[src/board_pkg.sv]
//////////////////////////////
// Timing constants and state types for the board glue blocks
// Import into the body of any block that counts or holds state
//////////////////////////////

package board_pkg;

  // Reset synchronizer depth
  localparam int unsigned RstSyncStages = 2;

  // RTC is soc_clk divided by twice this value
  localparam int unsigned RtcHalfPeriod = 25;
  localparam int unsigned RtcCntWidth   = $clog2(RtcHalfPeriod);

  // Fan PWM period is FanPrescale * FanSlots cycles
  localparam int unsigned FanPrescale    = 4;
  localparam int unsigned FanSlots       = 16;
  localparam int unsigned FanKickPeriods = 4;
  localparam int unsigned FanPreWidth    = $clog2(FanPrescale);
  localparam int unsigned FanSlotWidth   = $clog2(FanSlots);
  localparam int unsigned FanKickWidth   = $clog2(FanKickPeriods);

  // Boot source seen by the SoC on its boot pins
  typedef enum logic [1:0] {
    BOOT_PASSIVE   = 2'd0,
    BOOT_SPI_SD    = 2'd1,
    BOOT_SPI_FLASH = 2'd2,
    BOOT_UART      = 2'd3
  } boot_mode_e;

  typedef enum logic {
    BOOT_WAIT,
    BOOT_HOLD
  } boot_state_e;

  typedef enum logic [1:0] {
    FAN_OFF,
    FAN_KICK,
    FAN_RUN
  } fan_state_e;

endpackage

[src/pad_pkg.sv]
//////////////////////////////
// Signal bundles between the SoC SPI host and the SD-card pads
// Used as port types on the board top level
//////////////////////////////

package pad_pkg;

  // SPI host outputs from the SoC, 14 bits
  typedef struct packed {
    logic       sck;
    logic       sck_en;
    logic [1:0] csb;
    logic [1:0] csb_en;
    logic [3:0] sd;
    logic [3:0] sd_en;
  } spi_host_t;

  // SD-card pad outputs in SPI mode, 6 bits
  typedef struct packed {
    // Card clock
    logic       sclk;
    // Command line, carries MOSI
    logic       cmd;
    // Chip select on DAT3
    logic       dat3;
    // Unused data lines, pulled high
    logic [1:0] dat2_1;
    // Low keeps the card powered
    logic       card_rst;
  } sd_pads_t;

endpackage

[src/board_boot_sel.sv]
//////////////////////////////
// Boot mode selection for the SoC boot pins
// Follows switches or debug override in reset, then freezes the choice
//////////////////////////////

`timescale 1ns/1ps

module board_boot_sel (
  input  logic                   soc_clk,
  input  logic                   rst_n,
  input  board_pkg::boot_mode_e  boot_mode_i,
  input  logic                   dbg_boot_sel_i,
  input  board_pkg::boot_mode_e  dbg_boot_mode_i,
  output board_pkg::boot_mode_e  boot_mode_o
);

  import board_pkg::*;

  boot_state_e state_q;
  boot_mode_e  mode_live;
  boot_mode_e  mode_q;

  // Debug override wins over the switches
  assign mode_live = dbg_boot_sel_i ? dbg_boot_mode_i : boot_mode_i;

  always_ff @(posedge soc_clk or negedge rst_n) begin
    if (!rst_n) begin
      state_q <= BOOT_WAIT;
    end else begin
      unique case (state_q)
        BOOT_WAIT: state_q <= BOOT_HOLD;
        BOOT_HOLD: state_q <= BOOT_HOLD;
        default:   state_q <= BOOT_WAIT;
      endcase
    end
  end

  // Tracks the live value until the first cycle out of reset
  always_ff @(posedge soc_clk) begin
    if (state_q == BOOT_WAIT) begin
      mode_q <= mode_live;
    end
  end

  // Live in reset, latched afterwards
  assign boot_mode_o = (state_q == BOOT_HOLD) ? mode_q : mode_live;

  //////////////////////////////
  // Checks
  //////////////////////////////

  // Switch and override changes must not reach the SoC once running
  assert property (@(posedge soc_clk) disable iff (!rst_n)
    (state_q == BOOT_HOLD) |=> $stable(boot_mode_o))
    else $error("boot_mode_o changed after reset release");

endmodule

[src/board_fan_pwm.sv]
//////////////////////////////
// Fan PWM drive from a 4-bit speed setting
// Gives a full-on kick when the fan starts from off
//////////////////////////////

`timescale 1ns/1ps

module board_fan_pwm (
  input  logic       soc_clk,
  input  logic       rst_n,
  input  logic [3:0] fan_setting_i,
  output logic       fan_pwm_o
);

  import board_pkg::*;

  logic [FanPreWidth-1:0]  pre_q, pre_d;
  logic [FanSlotWidth-1:0] slot_q, slot_d;
  logic [FanKickWidth-1:0] kick_q, kick_d;
  logic [3:0]              setting_q, setting_d;
  fan_state_e              state_q, state_d;
  logic                    pre_wrap;
  logic                    period_end;
  logic                    pwm_q, pwm_d;

  assign pre_wrap   = (pre_q == FanPreWidth'(FanPrescale - 1));
  assign period_end = pre_wrap && (slot_q == FanSlotWidth'(FanSlots - 1));

  always_comb begin
    pre_d     = pre_q + 1'b1;
    slot_d    = slot_q;
    kick_d    = kick_q;
    setting_d = setting_q;
    state_d   = state_q;

    // Slot timebase
    if (pre_wrap) begin
      pre_d  = '0;
      slot_d = period_end ? '0 : slot_q + 1'b1;
    end

    // Setting and state only move at a period boundary
    if (period_end) begin
      setting_d = fan_setting_i;
      unique case (state_q)
        FAN_OFF: begin
          if (fan_setting_i != 4'd0) begin
            state_d = FAN_KICK;
            kick_d  = '0;
          end
        end
        FAN_KICK: begin
          if (fan_setting_i == 4'd0) begin
            state_d = FAN_OFF;
          end else if (kick_q == FanKickWidth'(FanKickPeriods - 1)) begin
            state_d = FAN_RUN;
          end else begin
            kick_d = kick_q + 1'b1;
          end
        end
        FAN_RUN: begin
          if (fan_setting_i == 4'd0) begin
            state_d = FAN_OFF;
          end
        end
        default: state_d = FAN_OFF;
      endcase
    end

    // Output for the coming cycle
    unique case (state_d)
      FAN_KICK: pwm_d = 1'b1;
      FAN_RUN:  pwm_d = (4'(slot_d) < setting_d);
      default:  pwm_d = 1'b0;
    endcase
  end

  always_ff @(posedge soc_clk or negedge rst_n) begin
    if (!rst_n) begin
      pre_q   <= '0;
      slot_q  <= '0;
      kick_q  <= '0;
      state_q <= FAN_OFF;
      pwm_q   <= 1'b0;
    end else begin
      pre_q   <= pre_d;
      slot_q  <= slot_d;
      kick_q  <= kick_d;
      state_q <= state_d;
      pwm_q   <= pwm_d;
    end
  end

  always_ff @(posedge soc_clk) begin
    setting_q <= setting_d;
  end

  assign fan_pwm_o = pwm_q;

  //////////////////////////////
  // Checks
  //////////////////////////////

  assert property (@(posedge soc_clk) disable iff (!rst_n)
    (state_q == FAN_OFF) |-> !fan_pwm_o)
    else $error("fan driven while off");

  assert property (@(posedge soc_clk) disable iff (!rst_n)
    (state_q == FAN_KICK) |-> fan_pwm_o)
    else $error("fan not full on during kick");

endmodule

[src/board_rst_sync.sv]
//////////////////////////////
// SoC reset generator
// Asserts asynchronously on board or debug reset, releases on soc_clk
//////////////////////////////

`timescale 1ns/1ps

module board_rst_sync (
  input  logic soc_clk,
  input  logic rst_n,
  input  logic dbg_rst_i,
  input  logic test_mode_i,
  output logic soc_rst_no
);

  import board_pkg::*;

  logic                     rst_src_n;
  logic [RstSyncStages-1:0] sync_q;

  // Either source holds the SoC in reset
  assign rst_src_n = rst_n & ~dbg_rst_i;

  // Ones shift in after both sources are released
  always_ff @(posedge soc_clk or negedge rst_src_n) begin
    if (!rst_src_n) begin
      sync_q <= '0;
    end else begin
      sync_q <= {sync_q[RstSyncStages-2:0], 1'b1};
    end
  end

  // Test mode hands the board reset straight through
  assign soc_rst_no = test_mode_i ? rst_n : sync_q[RstSyncStages-1];

  //////////////////////////////
  // Checks
  //////////////////////////////

  // SoC must not leave reset while the board reset is held
  assert property (@(posedge soc_clk) $rose(soc_rst_no) |-> rst_n)
    else $error("soc_rst_no released while rst_n is low");

endmodule

[src/board_rtc_div.sv]
//////////////////////////////
// Real-time clock for the SoC
// Registered divide of soc_clk by 2 * RtcHalfPeriod
//////////////////////////////

`timescale 1ns/1ps

module board_rtc_div (
  input  logic soc_clk,
  input  logic rst_n,
  output logic rtc_o
);

  import board_pkg::*;

  logic [RtcCntWidth-1:0] cnt_q;
  logic                   cnt_wrap;
  logic                   rtc_q;

  assign cnt_wrap = (cnt_q == RtcCntWidth'(RtcHalfPeriod - 1));

  // Half period counter, toggle on wrap
  always_ff @(posedge soc_clk or negedge rst_n) begin
    if (!rst_n) begin
      cnt_q <= '0;
      rtc_q <= 1'b0;
    end else if (cnt_wrap) begin
      cnt_q <= '0;
      rtc_q <= ~rtc_q;
    end else begin
      cnt_q <= cnt_q + 1'b1;
    end
  end

  assign rtc_o = rtc_q;

  //////////////////////////////
  // Checks
  //////////////////////////////

  assert property (@(posedge soc_clk) disable iff (!rst_n)
    cnt_q <= RtcCntWidth'(RtcHalfPeriod - 1))
    else $error("RTC counter beyond wrap value");

endmodule

[src/board_top_fpga.sv]
//////////////////////////////
// Board glue top level for the FPGA prototype
// Sits between the board pins and the SoC-side ports
// Holds reset, boot mode, RTC, fan drive and SD pad mapping
//////////////////////////////

`timescale 1ns/1ps

module board_top_fpga (
  input  logic                  soc_clk,
  input  logic                  rst_n,

  // Board switches and debug controls
  input  logic                  test_mode_i,
  input  logic                  dbg_rst_i,
  input  board_pkg::boot_mode_e boot_mode_i,
  input  logic                  dbg_boot_sel_i,
  input  board_pkg::boot_mode_e dbg_boot_mode_i,
  input  logic [3:0]            fan_setting_i,

  // SPI host from the SoC and SD card data in
  input  pad_pkg::spi_host_t    spi_host_i,
  input  logic                  sd_dat0_i,

  // To the SoC
  output logic                  soc_rst_no,
  output board_pkg::boot_mode_e boot_mode_o,
  output logic                  rtc_o,
  output logic                  spi_miso_o,

  // To the board
  output logic                  fan_pwm_o,
  output pad_pkg::sd_pads_t     sd_pads_o
);

  logic soc_rst_n;

  //////////////////////////////
  // Reset
  //////////////////////////////

  board_rst_sync i_rst_sync (
    .soc_clk     ( soc_clk     ),
    .rst_n       ( rst_n       ),
    .dbg_rst_i   ( dbg_rst_i   ),
    .test_mode_i ( test_mode_i ),
    .soc_rst_no  ( soc_rst_n   )
  );

  assign soc_rst_no = soc_rst_n;

  //////////////////////////////
  // Boot mode and timers
  //////////////////////////////

  board_boot_sel i_boot_sel (
    .soc_clk         ( soc_clk         ),
    .rst_n           ( soc_rst_n       ),
    .boot_mode_i     ( boot_mode_i     ),
    .dbg_boot_sel_i  ( dbg_boot_sel_i  ),
    .dbg_boot_mode_i ( dbg_boot_mode_i ),
    .boot_mode_o     ( boot_mode_o     )
  );

  board_rtc_div i_rtc_div (
    .soc_clk ( soc_clk   ),
    .rst_n   ( soc_rst_n ),
    .rtc_o   ( rtc_o     )
  );

  board_fan_pwm i_fan_pwm (
    .soc_clk       ( soc_clk       ),
    .rst_n         ( soc_rst_n     ),
    .fan_setting_i ( fan_setting_i ),
    .fan_pwm_o     ( fan_pwm_o     )
  );

  //////////////////////////////
  // SPI onto SD pads
  //////////////////////////////

  // Undriven SPI lines idle high on the card side
  assign sd_pads_o.sclk     = spi_host_i.sck_en    ? spi_host_i.sck    : 1'b1;
  // Chip select 0 on DAT3
  assign sd_pads_o.dat3     = spi_host_i.csb_en[0] ? spi_host_i.csb[0] : 1'b1;
  // MOSI on CMD
  assign sd_pads_o.cmd      = spi_host_i.sd_en[0]  ? spi_host_i.sd[0]  : 1'b1;
  // DAT1 and DAT2 unused in SPI mode
  assign sd_pads_o.dat2_1   = 2'b11;
  // Card stays powered
  assign sd_pads_o.card_rst = 1'b0;

  // MISO comes back on DAT0
  assign spi_miso_o = sd_dat0_i;

endmodule

[config.mk]
export PLATFORM = sky130hd
export DESIGN_NAME = board_top_fpga
export DESIGN_NICKNAME = d
export VERILOG_FILES = /design/src/board_pkg.sv /design/src/pad_pkg.sv /design/src/board_boot_sel.sv /design/src/board_fan_pwm.sv /design/src/board_rst_sync.sv /design/src/board_rtc_div.sv /design/src/board_top_fpga.sv
export SDC_FILE = /design/constraint.sdc
export NUM_CORES = 1
export LEC_CHECK = 0
export BUFFER_PORTS_ARGS = -buffer_cell sky130_fd_sc_hd__buf_2
export CAP_MARGIN = 0
export CELL_PAD_IN_SITES_DETAIL_PLACEMENT = 0
export CELL_PAD_IN_SITES_GLOBAL_PLACEMENT = 1
export CORE_ASPECT_RATIO = 2
export CORE_MARGIN = 2
export CORE_UTILIZATION = 38
export CTS_CLUSTER_DIAMETER = 60
export DETAILED_ROUTE_END_ITERATION = 10
export MAX_ROUTING_LAYER = met4
export PLACE_DENSITY = 0.79
export SLEW_MARGIN = 15
export SYNTH_ARGS = -nofsm -noshare
export SYNTH_HDL_FRONTEND = slang
export SYNTH_SLANG_ARGS = --single-unit
[constraint.sdc]
create_clock -name soc_clk -period 1.05 [get_ports soc_clk]
set_input_delay 0.1575 -clock soc_clk [delete_from_list [all_inputs] [get_ports soc_clk]]
set_output_delay 0.1575 -clock soc_clk [all_outputs]
set_load 0.01 [all_outputs]
After elaboration in Yosys (flattened, before gate mapping)
Index checks and enable logic that the tools add are counted.
- register bits after elaboration: 26
- input bits: 28
- output and inout bits: 12
- word-level logic and storage cells: 58
- $add $sub $neg: 4
- order comparisons: 1
- eq/ne operators: 11
- multiplexer cells: 22
- bitwise operators: 3
- reductions and logical operators: 6
- operators by type and width (cell ; count):
    $mux W2 ; 11
    $mux W4 ; 3
    $eq A2 B2 Y1 const B ; 4
    $pmux W2 S3 ; 1
    $add A5 B1 Y5 const B ; 1
    $eq A5 B5 Y1 const B ; 1
    $mux W5 ; 1
    $reduce_and A5 Y1 ; 1
    $add A2 B1 Y2 const B ; 2
    $add A4 B1 Y4 const B ; 1
    $eq A2 B1 Y1 const B ; 2
    $eq A4 B4 Y1 const B ; 1
    $logic_not A4 Y1 ; 1
    $lt A4 B4 Y1 ; 1
    $mux W1 ; 4
    $ne A2 B2 Y1 const B ; 2
    $pmux W2 S2 ; 1
    $reduce_bool A4 Y1 ; 1
    $logic_not A2 Y1 ; 1
    $ne A2 B1 Y1 const B ; 1
    $not A1 Y1 ; 2
    $pmux W1 S2 ; 1
    $reduce_bool A2 Y1 ; 1
    $and A1 B1 Y1 ; 1
    $logic_and A1 B1 Y1 ; 1

Logic depth before layout (Yosys ltp)
- depth in word-level cells: 7
- mapped depth: 10
- depth with buffers taken out: 9

By module
Synthesis repeated with hierarchy kept, for this count alone.
- cells, all modules: 129
- area total of the unflattened synthesis: 1308.8 um^2
- by module, submodules not included (module ; instances ; cells each ; area an instance (um^2) ; sequential area each (um^2)):
    board_fan_pwm ; 1 ; 78 ; 788.3 ; 355.3
    board_rtc_div ; 1 ; 27 ; 282.8 ; 150.1
    board_boot_sel ; 1 ; 10 ; 106.4 ; 65.1
    board_rst_sync ; 1 ; 5 ; 75.1 ; 50.0
    board_top_fpga ; 1 ; 9 ; 56.3 ; 0.0

Worst setup path after synthesis
OpenSTA, ideal clock, no wires.
- path kind: register -> register
- from: register i_fan_pwm.slot_q[0]
- to: register i_fan_pwm.pwm_q, in the netlist i_fan_pwm.fan_pwm_o
- library setup time: 82 ps
- arrival time: 1911 ps
- required time: 968 ps
- slack: -943 ps
- cell stages (with the launch flop): 9
- buffers on the path: 0
- period minus slack after synthesis: 1993 ps
- cells stage by stage: dfrtp_1 ha_1 nand4_4 o21bai_1 a32o_2 ha_1 a211oi_1 nand2_1 o22ai_1
- elaborated cells between the ends (all ways): 11
- those cells by class: add/sub: 1; order compare: 1; eq/ne: 3; mux: 5; reduce/logical: 1
- RTL lines (what ; line ; RTL):
    start, declared ; board_fan_pwm.sv:18 ; logic [FanSlotWidth-1:0] slot_q, slot_d;
    start signal, assigned ; board_fan_pwm.sv:87 ; slot_q <= slot_d;
    $eq A4 B4 Y1 (*) ; board_fan_pwm.sv:27 ; assign period_end = pre_wrap && (slot_q == FanSlotWidth'(FanSlots - 1));
    $logic_and A1 B1 Y1 (*) ; board_fan_pwm.sv:27 ;
    $mux W2 (*) ; board_fan_pwm.sv:43 ; if (period_end) begin
    via i_fan_pwm.state_d[1] ; board_fan_pwm.sv:21 ; fan_state_e state_q, state_d;
    $eq A2 B2 Y1 / $eq A2 B1 Y1 (equally long branches) ; board_fan_pwm.sv:71 ; unique case (state_d)
    $pmux W1 S2 (*) ; board_fan_pwm.sv:71 ;
    via i_fan_pwm.pwm_d ; board_fan_pwm.sv:24 ; logic pwm_q, pwm_d;
    end signal, assigned ; board_fan_pwm.sv:90 ; pwm_q <= pwm_d;
    end, declared ; board_fan_pwm.sv:24 ;
The timed path passes the listed nets; every way through them passes the cells marked *.
A chain may end at the register's enable or synchronous reset.

Worst setup path in the final report
- from: register i_fan_pwm.slot_q[1]
- to: register i_fan_pwm.pwm_q, in the netlist i_fan_pwm.fan_pwm_o
- longest elaborated chain between the ends: 6
- elaborated cells between the ends (all ways): 11
- those cells by class: add/sub: 1; order compare: 1; eq/ne: 3; mux: 5; reduce/logical: 1
- ends and longest elaborated chain (what ; line):
    parallel branches: the longest is 5 deep, another holds $add A4 B1 Y4 ; n/a
    $pmux W1 S2 (*) ; board_fan_pwm.sv:71
    via i_fan_pwm.pwm_d ; board_fan_pwm.sv:24
Mark *: on every way through the listed nets, which the timed path passes.

==> impl_metrics.json <==
{
  "status": "finished, violations left",
  "violations": "negative hold slack, negative setup slack",
  "area_delta_synth_final_pct": 49.2,
  "wl_per_cell_um": 13.1,
  "cts_root_buf": "clkbuf_8",
  "synthArstFlopShare": 0.769,
  "avgSynthCellArea_um2": 11.0,
  "cp_slowest_stage_delay_ps": 410,
  "cts-htree-levels": 1,
  "critPathLaunch": "i_fan_pwm.slot_q[1]",
  "crit_type": "reg2reg",
  "cts_num_sinks": 26,
  "insertedDiodeCount": 0,
  "syn_inst": 115,
  "rows": 29,
  "cts_made_buffers": 3,
  "yosys_most_used_dff": "dfrtp_1",
  "io_pins": 40,
  "grt_start_max_net_pins": 19,
  "critPathTopFamily": "adder cells",
  "clk_latency_ps": 270,
  "die-area_mm2": 0.00383,
  "ys_warn_count": 0,
  "die_w_um": 44.8,
  "crit_chain": "ha_4 -> nand4_4 -> buf_4 -> mux2i_4 -> ha_1 -> o211ai_1 -> a31oi_1 -> o22ai_1",
  "io_buffer_count": 26,
  "leakage_nw": 0.926,
  "hold_viol": 8,
  "fin_crit_sh": 1.80,
  "drt_pass1_iterations": 3,
  "rsz0062_at_grt": "true",
  "setup_slack_ps": -837,
  "dpl_cell_area_mm2": 0.00160,
  "dieHeight_um": 85.5,
  "design_area_mm2": 0.00188,
  "routed_wl_mm": 2.64,
  "drtIter0Drc": 16,
  "ant_nets": 0,
  "peakVddDrop_uv": 846,
  "clock_path_buffers": 2,
  "drive_above_1_share": 0.524,
  "hold_ws_ps": -16.7,
  "setup_viol": 18,
  "rr_startpoint": "i_fan_pwm.slot_q[1]",
  "start_util": 0.400,
  "startpoint_type": "flop",
  "maxSlewViolCount": 0,
  "end_kind": "flop",
  "setup_tns_ps": -3910,
  "routed_via_density": 5.00,
  "place_congestion": 0.750,
  "grt_use_total": 0.161,
  "overflow": 0,
  "fmaxAchievable_mhz": 530,
  "power.density_mw_per_mm2": 1080,
  "critical-path-slowest-cell": "dfrtp_1",
  "antenna_found_initial": 0,
  "clkTransAtPathRegs_ps": 100,
  "yosysSeqAreaShare": 0.492,
  "drc": 0,
  "critPathBufInv": 1,
  "syn_area_mm2": 0.00126,
  "grt_pass1_vias": 1125,
  "min_period_ps": 1890,
  "path_max_fanout": 7,
  "hp-class": "in2async",
  "tritoncts": "yes",
  "synth_edf_count": 0,
  "core-area_mm2": 0.00316,
  "synth_cell_type_count": 33,
  "fin_skew_ps": 10.4,
  "power.total_w": 0.00204,
  "cp.arrival_ps": 2050,
  "nets": 209,
  "hpwl_mm": 1.91,
  "ys_seq_elements": 26,
  "vias": 1005,
  "maxCapViolations": 0,
  "cp_data_required_time_ps": 1210,
  "grt_pass1_wl_mm": 4.49
}
[worst reg2reg max path: cells and delay by family, from the launching register on]
| family | cells | cell delay (ps) |
|---|---|---|
| compound gates | 3 | 360 |
| mux | 1 | 180 |
| buf+inv | 1 | 210 |
| fa+ha+maj | 2 | 450 |
| flops | 1 | 410 |
| simple gates | 1 | 170 |
[through the flow]
| stage | std cells | setup slack, ps | utilization |
|---|---|---|---|
| after CTS | 200 | -831 | 0.581 |
| after global routing | 201 | -950 | 0.597 |
| after floorplan | 118 | -792 | - |
| after global placement | 190 | -792 | 0.506 |
| after detailed placement | 190 | -850 | 0.506 |
| final | 201 | -837 | 0.597 |
[placed cells by master (no fill, tap or decap), types with 4 or more instances in the layout]
cell | synthesis | layout
buf_2 | 0 | 25
nand2_1 | 10 | 8
o21ai_2 | 0 | 6
dfrtp_1 | 20 | 19
mux2_4 | 2 | 4
mux2i_1 | 6 | 5
inv_1 | 10 | 7
dfxtp_1 | 6 | 6
conb_1 | 2 | 5
ha_4 | 0 | 5
ha_1 | 10 | 5
buf_4 | 5 | 20
buf_6 | 0 | 6
[state kept, by name, summed over array words and instances (netlist names)]
register	flops
i_fan_pwm.state_q	2
i_boot_sel.mode_q	2
i_rst_sync.sync_q	2
i_rtc_div.rtc_o	1
i_boot_sel.state_q	1
i_fan_pwm.slot_q	4
i_fan_pwm.pre_q	2
i_fan_pwm.setting_q	4
i_fan_pwm.fan_pwm_o	1
i_fan_pwm.kick_q	2
i_rtc_div.cnt_q	5
[power breakdown]
group / leakage [nW] / switching, W / internal, W / total [W]
Combinational: 0.612 / 0.0000863 / 0.0000973 / 0.000184
Clock: 0.0357 / 0.000321 / 0.000510 / 0.000831
Sequential: 0.278 / 0.00000922 / 0.00102 / 0.00103
Total: 0.926 / 0.000417 / 0.00163 / 0.00204
[final cells by class]
type,instances,area [um^2]
Clock buffer,3,41.3
Clock inverter,1,30.0
Fill cell,269,1270
Inverter,10,37.5
Multi-Input combinational cell,77,751
Sequential cell,26,622
Tap cell,31,38.8
Timing Repair Buffer,53,363
[logic make-up (layout without fill, tap and decap cells)]
| family | after synthesis | count (layout) | synth area share |
|---|---|---|---|
| AND/OR/NAND/NOR | 29 | 29 | 0.128 |
| flip-flops | 26 | 26 | 0.492 |
| multiplexers | 11 | 11 | 0.0981 |
| buffers and inverters | 15 | 67 | 0.0595 |
| AO/OA/AOI/OAI | 19 | 19 | 0.0971 |
| other | 2 | 5 | 0.00595 |
| XOR/XNOR | 3 | 3 | 0.0208 |
| adder cells (fa/ha/maj) | 10 | 10 | 0.0991 |
[cell usage after synthesis, types with 2 or more instances]
cell,n,area share
a21oi_1,3,0.012
buf_4,5,0.030
conb_1,2,0.0059
dfrtp_1,20,0.40
dfxtp_1,6,0.095
ha_1,10,0.099
inv_1,10,0.030
mux2_2,3,0.027
mux2_4,2,0.024
mux2i_1,6,0.048
nand2_1,10,0.030
nand2b_1,3,0.015
nand3_1,3,0.012
nor2_1,3,0.0089
nor2b_1,3,0.015
o211ai_1,2,0.012
o21ai_0,7,0.028
xor2_1,2,0.014
[final timing paths]
path,endpoint,slack (ps),depth (start not counted)
max in group asynchronous,i_fan_pwm.slot_q[0],490,2
min in group soc_clk,i_fan_pwm.setting_q[0],130,2
hold / removal,i_fan_pwm.slot_q[1],-20,3
setup reg to reg,i_fan_pwm.fan_pwm_o,-840,8
hold reg to reg,i_fan_pwm.slot_q[1],350,2
setup / recovery,i_fan_pwm.fan_pwm_o,-840,8
[layer usage]
metal  vias up  share of wire  track usage  wire length (um)
met1       486           0.36        0.141               950
li1        493              -            -                 -
met2        24           0.59        0.314              1550
met3         2          0.039       0.0189               104
met4         0         0.0095       0.0716                25
met5         -              0            -                 0
[repair_timing]
item                                   in CTS  in global routing
setup buffers                               4                  1
setup endpoints to repair                  21                 21
endpoints found under the hold margin      20                  2
hold buffers                                2                  1
pin swaps                                  12                  5
gates resized for setup                    36                  6
(Power assumes the default switching activity.)
